File: src/rtl/game_pkg.sv
package game_pkg;

	//////////////////////////////////////////////////
	// event field widths

	localparam int GAME_W   = 3;                        // game id code width
	localparam int POINT_W  = 2;                        // raw point width
	localparam int WEIGHT_W = 2;                        // weight table entry width

	//////////////////////////////////////////////////
	// encodings

	typedef enum logic [GAME_W-1:0] {
		flick_master   = 3'd0,                          // weight 1
		touch_number   = 3'd1,                          // weight 1
		follow_order   = 3'd2,                          // weight 2
		unfollow_order = 3'd3,                          // weight 2
		high_or_low    = 3'd4,                          // weight 3
		rainfall       = 3'd5                           // weight 3, codes 6 and 7 unused
	} game_id_e;

	typedef enum logic {
		ev_point = 1'b0,                                // add weighted points
		ev_clear = 1'b1                                 // game back to initial state
	} ev_op_e;

	// multiplier per game, index is the game code
	localparam logic [2**GAME_W-1:0][WEIGHT_W-1:0] GAME_WEIGHT = {
		2'd0, 2'd0,                                     // codes 7, 6
		2'd3, 2'd3,                                     // rainfall, high_or_low
		2'd2, 2'd2,                                     // unfollow_order, follow_order
		2'd1, 2'd1                                      // touch_number, flick_master
	};

	typedef struct packed {
		ev_op_e                op;                      // point or clear
		game_id_e              game;                    // source mini-game
		logic [POINT_W-1:0]    point;                   // raw points, ignored on clear
	} point_ev_t;

endpackage
File: src/rtl/score_pkg.sv
package score_pkg;

	//////////////////////////////////////////////////
	// score format

	localparam int SCORE_W    = 10;                     // binary score width
	localparam int DELTA_W    = 4;                      // max delta 3 * 3
	localparam int DIGIT_W    = 4;                      // one bcd digit
	localparam int NUM_DIGITS = 3;                      // hund, tens, unit
	localparam int DD_W       = SCORE_W + NUM_DIGITS * DIGIT_W;  // double dabble reg
	localparam int CNT_W      = 4;                      // shift counter, counts to SCORE_W

	localparam logic [SCORE_W-1:0] SCORE_MAX = 10'd999; // saturation point

	typedef logic [DIGIT_W-1:0] bcd_digit_t;

	typedef struct packed {
		game_pkg::ev_op_e      op;
		logic [DELTA_W-1:0]    delta;                   // weighted points
	} delta_t;

	typedef struct packed {
		game_pkg::ev_op_e      op;
		logic [SCORE_W-1:0]    score;                   // running score after this op
	} score_t;

	typedef struct packed {
		logic [SCORE_W-1:0]    score;                   // binary score
		bcd_digit_t            hund;
		bcd_digit_t            tens;
		bcd_digit_t            unit;
	} score_rec_t;

	//////////////////////////////////////////////////
	// link buffering and credits

	localparam int EV_DEPTH    = 4;                     // point_select event fifo
	localparam int STAGE_DEPTH = 2;                     // score_accum / bcd_convert fifo
	localparam int OUT_CREDITS = 2;                     // sink buffer slots
	localparam int EV_PTR_W    = 2;                     // log2 EV_DEPTH
	localparam int STAGE_PTR_W = 1;                     // log2 STAGE_DEPTH
	localparam int CRED_W      = 3;                     // holds up to EV_DEPTH

endpackage

File: src/rtl/score_pipe.sv
`timescale 1ns/100ps

module score_pipe (
	input  logic                   clk,
	input  logic                   rst_n,
	input  logic                   ev_valid,            // event from source
	input  game_pkg::point_ev_t    ev,
	output logic                   ev_credit,           // back to source
	output logic                   score_valid,         // record to sink
	output score_pkg::score_rec_t  score,
	input  logic                   score_credit         // back from sink
);

	import score_pkg::*;

	//////////////////////////////////////////////////
	// inter-stage links

	logic      delta_valid;                             // point_select -> score_accum
	delta_t    delta;
	logic      delta_credit;
	logic      sum_valid;                               // score_accum -> bcd_convert
	score_t    sum;
	logic      sum_credit;

	point_select u_point_select (
		.clk          (clk),
		.rst_n        (rst_n),
		.ev_valid     (ev_valid),
		.ev           (ev),
		.ev_credit    (ev_credit),
		.delta_valid  (delta_valid),
		.delta        (delta),
		.delta_credit (delta_credit)
	);

	score_accum u_score_accum (
		.clk          (clk),
		.rst_n        (rst_n),
		.delta_valid  (delta_valid),
		.delta        (delta),
		.delta_credit (delta_credit),
		.sum_valid    (sum_valid),
		.sum          (sum),
		.sum_credit   (sum_credit)
	);

	bcd_convert u_bcd_convert (
		.clk          (clk),
		.rst_n        (rst_n),
		.sum_valid    (sum_valid),
		.sum          (sum),
		.sum_credit   (sum_credit),
		.score_valid  (score_valid),
		.score        (score),
		.score_credit (score_credit)
	);

endmodule

File: src/rtl/bcd_convert.sv
`timescale 1ns/100ps

module bcd_convert (
	input  logic                   clk,
	input  logic                   rst_n,
	input  logic                   sum_valid,           // from score_accum
	input  score_pkg::score_t      sum,
	output logic                   sum_credit,          // one per loaded record
	output logic                   score_valid,         // to sink
	output score_pkg::score_rec_t  score,
	input  logic                   score_credit         // sink slot freed
);

	import score_pkg::*;

	typedef enum logic [1:0] {
		idle,                                           // wait for a record
		shift,                                          // double dabble steps
		hold                                            // result held until an output credit
	} conv_state_e;

	score_t                      fifo_mem [STAGE_DEPTH];
	logic [STAGE_PTR_W-1:0]      wr_ptr;
	logic [STAGE_PTR_W-1:0]      rd_ptr;
	logic [STAGE_PTR_W:0]        fill;
	conv_state_e                 state;
	logic [CNT_W-1:0]            shift_cnt;
	logic [DD_W-1:0]             dd_q;                  // {hund, tens, unit, binary}
	logic [DD_W-1:0]             dd_adj;                // digits corrected before shift
	logic [SCORE_W-1:0]          bin_q;                 // binary score kept for the record
	logic [CRED_W-1:0]           out_cred;              // sink credits
	logic                        pop;
	logic                        fire;
	score_t                      head;

	assign head    = fifo_mem[rd_ptr];
	assign pop     = (state == idle) && (fill != '0);   // load cycle
	assign fire    = (state == hold) && (out_cred != '0);

	//////////////////////////////////////////////////
	// record fifo

	always_ff @(posedge clk) begin
		if (sum_valid)
			fifo_mem[wr_ptr] <= sum;
	end

	always_ff @(posedge clk or negedge rst_n) begin
		if (!rst_n) begin
			wr_ptr <= '0;
			rd_ptr <= '0;
			fill   <= '0;
		end else begin
			if (sum_valid)
				wr_ptr <= wr_ptr + 1'b1;
			if (pop)
				rd_ptr <= rd_ptr + 1'b1;
			case ({sum_valid, pop})
				2'b10:   fill <= fill + 1'b1;
				2'b01:   fill <= fill - 1'b1;
				default: fill <= fill;
			endcase
		end
	end

	// add 3 to any digit of 5 or more
	always_comb begin
		dd_adj = dd_q;
		for (int i = 0; i < NUM_DIGITS; i++) begin
			if (dd_q[SCORE_W + i * DIGIT_W +: DIGIT_W] >= DIGIT_W'(5))
				dd_adj[SCORE_W + i * DIGIT_W +: DIGIT_W] =
					dd_q[SCORE_W + i * DIGIT_W +: DIGIT_W] + DIGIT_W'(3);
		end
	end

	always_ff @(posedge clk) begin
		if (pop) begin
			bin_q <= head.score;                        // already 0 after a clear
			dd_q  <= {{(NUM_DIGITS * DIGIT_W){1'b0}}, head.score};  // digits start at 0
		end else if (state == shift)
			dd_q <= {dd_adj[DD_W-2:0], 1'b0};
	end

	//////////////////////////////////////////////////
	// conversion fsm and output credits

	always_ff @(posedge clk or negedge rst_n) begin
		if (!rst_n) begin
			state       <= idle;
			shift_cnt   <= '0;
			score_valid <= 1'b0;
			score       <= '0;
			out_cred    <= CRED_W'(OUT_CREDITS);
		end else begin
			score_valid <= fire;                        // 12th cycle after load at the earliest
			case (state)
				idle: begin
					shift_cnt <= '0;
					if (pop)
						state <= shift;
				end
				shift: begin
					shift_cnt <= shift_cnt + 1'b1;
					if (shift_cnt == CNT_W'(SCORE_W - 1))
						state <= hold;                  // ten shifts done
				end
				hold: begin
					if (fire) begin
						score.score <= bin_q;
						score.hund  <= dd_q[SCORE_W + 2 * DIGIT_W +: DIGIT_W];
						score.tens  <= dd_q[SCORE_W + DIGIT_W +: DIGIT_W];
						score.unit  <= dd_q[SCORE_W +: DIGIT_W];
						state       <= idle;
					end
				end
				default: state <= idle;
			endcase
			case ({fire, score_credit})
				2'b10:   out_cred <= out_cred - 1'b1;
				2'b01:   out_cred <= out_cred + 1'b1;
				default: out_cred <= out_cred;
			endcase
		end
	end

	assign sum_credit = pop;                            // entry leaves at load

endmodule

File: src/rtl/score_accum.sv
`timescale 1ns/100ps

module score_accum (
	input  logic                 clk,
	input  logic                 rst_n,
	input  logic                 delta_valid,           // from point_select
	input  score_pkg::delta_t    delta,
	output logic                 delta_credit,          // one per popped delta
	output logic                 sum_valid,             // to bcd_convert
	output score_pkg::score_t    sum,
	input  logic                 sum_credit             // slot freed in bcd_convert
);

	import game_pkg::*;
	import score_pkg::*;

	delta_t                      fifo_mem [STAGE_DEPTH];
	logic [STAGE_PTR_W-1:0]      wr_ptr;
	logic [STAGE_PTR_W-1:0]      rd_ptr;
	logic [STAGE_PTR_W:0]        fill;
	logic [CRED_W-1:0]           cred;                  // credits toward bcd_convert
	logic                        pop;
	delta_t                      head;
	logic [SCORE_W-1:0]          score_q;               // running score
	logic [SCORE_W:0]            raw_sum;               // one bit of headroom
	logic [SCORE_W-1:0]          next_score;

	assign pop  = (fill != '0) && (cred != '0);
	assign head = fifo_mem[rd_ptr];

	//////////////////////////////////////////////////
	// delta fifo

	always_ff @(posedge clk) begin
		if (delta_valid)
			fifo_mem[wr_ptr] <= delta;
	end

	always_ff @(posedge clk or negedge rst_n) begin
		if (!rst_n) begin
			wr_ptr <= '0;
			rd_ptr <= '0;
			fill   <= '0;
		end else begin
			if (delta_valid)
				wr_ptr <= wr_ptr + 1'b1;
			if (pop)
				rd_ptr <= rd_ptr + 1'b1;
			case ({delta_valid, pop})
				2'b10:   fill <= fill + 1'b1;
				2'b01:   fill <= fill - 1'b1;
				default: fill <= fill;
			endcase
		end
	end

	// saturating add, clear wins
	always_comb begin
		raw_sum = {1'b0, score_q} + {{(SCORE_W + 1 - DELTA_W){1'b0}}, head.delta};
		if (head.op == ev_clear)
			next_score = '0;
		else if (raw_sum > {1'b0, SCORE_MAX})
			next_score = SCORE_MAX;                     // hold at 999, never wrap
		else
			next_score = raw_sum[SCORE_W-1:0];
	end

	always_ff @(posedge clk or negedge rst_n) begin
		if (!rst_n) begin
			score_q   <= '0;
			sum_valid <= 1'b0;
			cred      <= CRED_W'(STAGE_DEPTH);
		end else begin
			sum_valid <= pop;                           // out one cycle after heading fifo
			if (pop)
				score_q <= next_score;
			case ({pop, sum_credit})
				2'b10:   cred <= cred - 1'b1;           // spent at pop, valid follows
				2'b01:   cred <= cred + 1'b1;
				default: cred <= cred;
			endcase
		end
	end

	always_ff @(posedge clk) begin
		if (pop) begin
			sum.op    <= head.op;
			sum.score <= next_score;
		end
	end

	assign delta_credit = pop;

endmodule

File: src/rtl/point_select.sv
`timescale 1ns/100ps

module point_select (
	input  logic                 clk,
	input  logic                 rst_n,
	input  logic                 ev_valid,              // event from source
	input  game_pkg::point_ev_t  ev,
	output logic                 ev_credit,             // one per popped event
	output logic                 delta_valid,           // to score_accum
	output score_pkg::delta_t    delta,
	input  logic                 delta_credit           // slot freed in score_accum
);

	import game_pkg::*;
	import score_pkg::*;

	point_ev_t                   fifo_mem [EV_DEPTH];   // event buffer
	logic [EV_PTR_W-1:0]         wr_ptr;
	logic [EV_PTR_W-1:0]         rd_ptr;
	logic [EV_PTR_W:0]           fill;                  // entries held
	logic [CRED_W-1:0]           cred;                  // credits toward score_accum
	logic                        empty;
	logic                        pop;
	point_ev_t                   head;
	logic [WEIGHT_W-1:0]         weight;

	assign empty = (fill == '0);
	assign pop   = !empty && (cred != '0);              // head leaves when credit held
	assign head  = fifo_mem[rd_ptr];

	//////////////////////////////////////////////////
	// event fifo

	always_ff @(posedge clk) begin
		if (ev_valid)
			fifo_mem[wr_ptr] <= ev;                     // source credits keep this in range
	end

	always_ff @(posedge clk or negedge rst_n) begin
		if (!rst_n) begin
			wr_ptr <= '0;
			rd_ptr <= '0;
			fill   <= '0;
		end else begin
			if (ev_valid)
				wr_ptr <= wr_ptr + 1'b1;                // wraps at depth
			if (pop)
				rd_ptr <= rd_ptr + 1'b1;
			case ({ev_valid, pop})
				2'b10:   fill <= fill + 1'b1;
				2'b01:   fill <= fill - 1'b1;
				default: fill <= fill;                  // both or none
			endcase
		end
	end

	//////////////////////////////////////////////////
	// credit counter toward score_accum

	always_ff @(posedge clk or negedge rst_n) begin
		if (!rst_n)
			cred <= CRED_W'(STAGE_DEPTH);               // receiver depth
		else begin
			case ({pop, delta_credit})
				2'b10:   cred <= cred - 1'b1;           // spent on valid
				2'b01:   cred <= cred + 1'b1;           // slot returned
				default: cred <= cred;
			endcase
		end
	end

	// weighting of the head event
	assign weight = GAME_WEIGHT[head.game];             // 0 for codes 6 and 7

	always_comb begin
		delta.op    = head.op;
		delta.delta = '0;                               // clear carries no points
		if (head.op == ev_point)
			delta.delta = DELTA_W'(head.point) * DELTA_W'(weight);
	end

	assign delta_valid = pop;
	assign ev_credit   = pop;                           // same cycle the entry leaves

endmodule

File: config.mk
export PLATFORM = sky130hd
export DESIGN_NAME = score_pipe
export DESIGN_NICKNAME = d
export VERILOG_FILES = /design/src/rtl/game_pkg.sv /design/src/rtl/score_pkg.sv /design/src/rtl/score_pipe.sv /design/src/rtl/bcd_convert.sv /design/src/rtl/score_accum.sv /design/src/rtl/point_select.sv
export SDC_FILE = /design/constraint.sdc
export NUM_CORES = 1
export LEC_CHECK = 0
export ABC_AREA = 1
export BUFFER_PORTS_ARGS = -buffer_cell sky130_fd_sc_hd__buf_2
export CAP_MARGIN = 20
export CORE_MARGIN = 2
export CORE_UTILIZATION = 61
export DETAILED_ROUTE_END_ITERATION = 8
export GPL_TIMING_DRIVEN = 1
export PLACE_DENSITY = 0.86
export SLEW_MARGIN = 20
export SYNTH_ARGS = -nofsm -noshare
export SYNTH_HDL_FRONTEND = slang
export SYNTH_SLANG_ARGS = --single-unit
File: constraint.sdc
create_clock -name clk -period 2.85 [get_ports clk]
set_input_delay 0.285 -clock clk [delete_from_list [all_inputs] [get_ports clk]]
set_output_delay 0.285 -clock clk [all_outputs]
set_load 0.02 [all_outputs]
==> flow_summary.json <==
{
  "synth_area_leaders": "edfxtp_1 (35%), dfrtp_1 (22%), nand2_1 (9.1%), ha_1 (4.2%), inv_1 (4.1%)",
  "drv_cap": 0,
  "grt_pass1_vias": 4557,
  "hold_viol": 0,
  "fp.dieW_um": 110.1,
  "worstSetupStartpointType": "flop",
  "postSynthAreaPerCell_um2": 10.41,
  "power_per_cell_area_nw_per_um2": 645.6,
  "synth-seq-area-share_pct": 61.83,
  "synthTopCellsByCount": "nand2_1 (166), edfxtp_1 (80), inv_1 (75), dfrtp_1 (61), nor2_1 (47)",
  "reg2reg_setup_slack_ps": 160,
  "nets": 741,
  "min-delay-start": "ev[0]",
  "fp.dieH_um": 110.1,
  "comb_power_share_pct": 5.8,
  "finalCriticalPeriod_ps": 2687,
  "core-area_um2": 10940,
  "cts_buffers": 17,
  "dp_hpwl_um": 8424,
  "cp.required_ps": 3010,
  "synth_area_um2": 6870,
  "clock.fmax_ghz": 0.3721,
  "hp-class": "in2reg",
  "wirelength_um": 12760,
  "syn_to_final_growth_pct": 13.33,
  "vdd_drop_max_uv": 382.6,
  "fin_crit_sh_pct": 94.30,
  "numPortBuffers": 32,
  "fill_cells": 732,
  "drtIter0Drc": 426,
  "synth_nets": 698,
  "antenna_found_initial": 0,
  "htreeDepth": 4,
  "synth-edff-count": 80,
  "crit_arrival_ps": 2850,
  "diodes": 0,
  "path_max_fanout": 9,
  "clockBufferDepth": 2,
  "cts_tree": "yes",
  "rows": 38,
  "die-area_um2": 12130,
  "vias": 4663,
  "initial_core_util_pct": 62.83,
  "avgRoutedWirePerCell_um": 14.90,
  "instances_no_fill": 856,
  "seq_area_um2": 4249,
  "leakage_nw": 3.549,
  "ys.flop_type": "edfxtp_1",
  "dp.cells": 823,
  "synth_top_area_share_pct": 34.97,
  "clk_pin_slew_ps": 60,
  "worstMarginPinSlew_ps": 1017,
  "drive_gt1_share_pct": 14.53,
  "crit_path_frequent_cell": "nand2_1",
  "grt-ovfl-total": 0,
  "maxSlewViolCount": 0,
  "pin_count": 34,
  "timing.critical_path.from": "u_score_accum.rd_ptr",
  "cts_root_buf": "clkbuf_16",
  "slew-limit-headroom_pct": 31.74,
  "power.net_switching_w": 0.001100,
  "crit_buf_inv": 4,
  "slowest_delay_ps": 470,
  "critPathKind": "reg2reg",
  "async_reset_ff_share_pct": 41.03,
  "finalInstanceArea_um2": 7786,
  "grt_max_degree": 33,
  "drtPass1Iterations": 7,
  "cpMaxStageDelayCell": "dfrtp_2",
  "fin_skew_ps": 8.476,
  "synth_seq_cells": 156,
  "end_kind": "flop",
  "clockPowerShare_pct": 43.5,
  "status": "finished, final reports clean",
  "insertion_delay_ps": 410,
  "yosys.cell_count.top_type": "nand2_1",
  "ys_warn_count": 0,
  "cp_top_family": "simple AND/OR/NAND/NOR gates",
  "finalSetupViolations": 0,
  "synth_cell_type_count": 39,
  "drc": 0,
  "clock-sinks": 156,
  "timing.rr.start": "u_score_accum.rd_ptr",
  "routabilityCongestion": 0.8227,
  "synth_top_area_cell": "edfxtp_1",
  "total_power_w": 0.005026,
  "grt_first_pass_wirelength_um": 20830,
  "p_seq_share_pct": 50.7,
  "swShare_pct": 21.88,
  "worstPathCellList": "inv_4 > nand2_1 > nand2_1 > ha_2 > inv_1 > fa_1 > inv_1 > nand3_1 > nand2_2 > nand2_1 > nand2_1 > nand2_1 > nand2_2 > nor2_4 > nand2_4 > nand3b_2 > nand2_1 > inv_1",
  "multi_input_area_um2": 2261,
  "grt_usage_pct": 22.63,
  "synth_cells": 660,
  "dpl_cell_area_um2": 7188,
  "ant_nets": 0,
  "p_int_w": 0.003927,
  "drt-vias-per-instance": 5.447
}
power groups by stage:
| stage | Clock, W | Sequential (W) | Combinational [W] |
|---|---|---|---|
| after detailed placement | 0 | 0.00259 | 0.000293 |
| after global routing | 0.00231 | 0.00256 | 0.000336 |
| after CTS | 0.00220 | 0.00255 | 0.000298 |
| after global placement | 0 | 0.00258 | 0.000264 |
| after floorplan | 0 | 0.00258 | 0.000202 |
| final | 0.00218 | 0.00255 | 0.000292 |
area by class of cell:
class                   instances  share of cell area [%]
flip-flops and latches        156                   54.57
multi-input cells             408                   29.04
clock buffers                  23                   6.396
inverters                      81                   3.937
repair buffers                 39                   2.764
well taps                     140                   2.250
clock inverters                 9                   1.045
what timing repair did:
item | in CTS | in global routing
hold endpoints to repair | 28 | 0
endpoints found under the setup margin | 0 | 20
resized for setup | 0 | 5
hold buffers | 1 | 0
buffers inserted | 0 | 0
cell families (layout without fill, tap and decap cells):
| group | Yosys count | after routing | share of synthesized area (%) |
|---|---|---|---|
| compound gates | 90 | 90 | 7.321 |
| xor+xnor | 22 | 22 | 2.805 |
| fa+ha+maj | 28 | 28 | 5.646 |
| buf+inv | 96 | 152 | 5.336 |
| flops | 156 | 156 | 61.83 |
| mux | 3 | 3 | 0.4917 |
| simple gates | 265 | 265 | 16.57 |
worst reg2reg max path, cell delays in order, from the launching register on:
cell	delay [ps]
dfrtp_2	470
inv_4	110
nand2_1	60
nand2_1	90
ha_2	210
inv_1	60
fa_1	400
inv_1	90
nand3_1	110
nand2_2	120
nand2_1	60
nand2_1	60
nand2_1	80
nand2_2	110
nor2_4	40
nand2_4	140
nand3b_2	100
nand2_1	80
inv_1	50
cell usage in the layout (no fill, tap or decap), drive strengths merged:
cell and n:
nand2 175, inv 84, edfxtp 80, dfrtp 61, nor2 49, o21ai 48, buf 38, nand3 26
ha 23, clkbuf 23, a21oi 20, xnor2 12, dfxtp 12, a31oi 10, xor2 10, o22ai 5
fa 5, nand4 4, nand3b 4, nor3 4, clkinv 4, mux2 3, dfstp 3, or2 3
o32ai 3, a32o 2, o21bai 2, bufinv 1, clkinvlp 1, dlygate4sd3 1
registers in the layout, indices dropped and copies added (netlist names), 3 cells and up:
signal	flops
u_point_select.cred	3
u_score_accum.score_q	10
u_bcd_convert.out_cred	3
u_score_accum.sum	10
u_bcd_convert.score	22
u_bcd_convert.dd_q	22
u_bcd_convert.fifo_mem	20
u_bcd_convert.bin_q	10
u_score_accum.cred	3
u_point_select.fifo_mem	20
u_point_select.fill	3
u_score_accum.fifo_mem	10
u_bcd_convert.shift_cnt	4
metal layers:
metal / track usage, % / share of wire (%)
met1: 24.67 / 39
met2: 42.68 / 55
met3: 4.879 / 4.0
met4: 8.661 / 1.6
met5: 0 / 0
worst paths after layout:
| path | end | depth (start not counted) |
|---|---|---|
| setup reg to reg | u_score_accum.sum[2] | 18 |
| hold / removal | u_point_select.fifo_mem[3][0] | 1 |
| setup / recovery | u_score_accum.sum[2] | 18 |
| min in group asynchronous | u_bcd_convert.score[9] | 2 |
| hold reg to reg | u_bcd_convert.fifo_mem[0][5] | 0 |
| max in group asynchronous | u_point_select.cred[1] | 3 |
per-stage QoR:
stage	TNS [ps]	utilization [%]	hold WS, ps	setup WS [ps]
after floorplan	0	-	-10.59	368.6
after global placement	0	65.73	393.0	284.7
after detailed placement	0	65.73	398.2	193.5
after CTS	0	71.12	71.87	84.44
after global routing	-163.1	71.20	73.93	-42.67
final	0	71.20	84.00	162.6
Note: power is estimated with default switching activity, not from simulation.
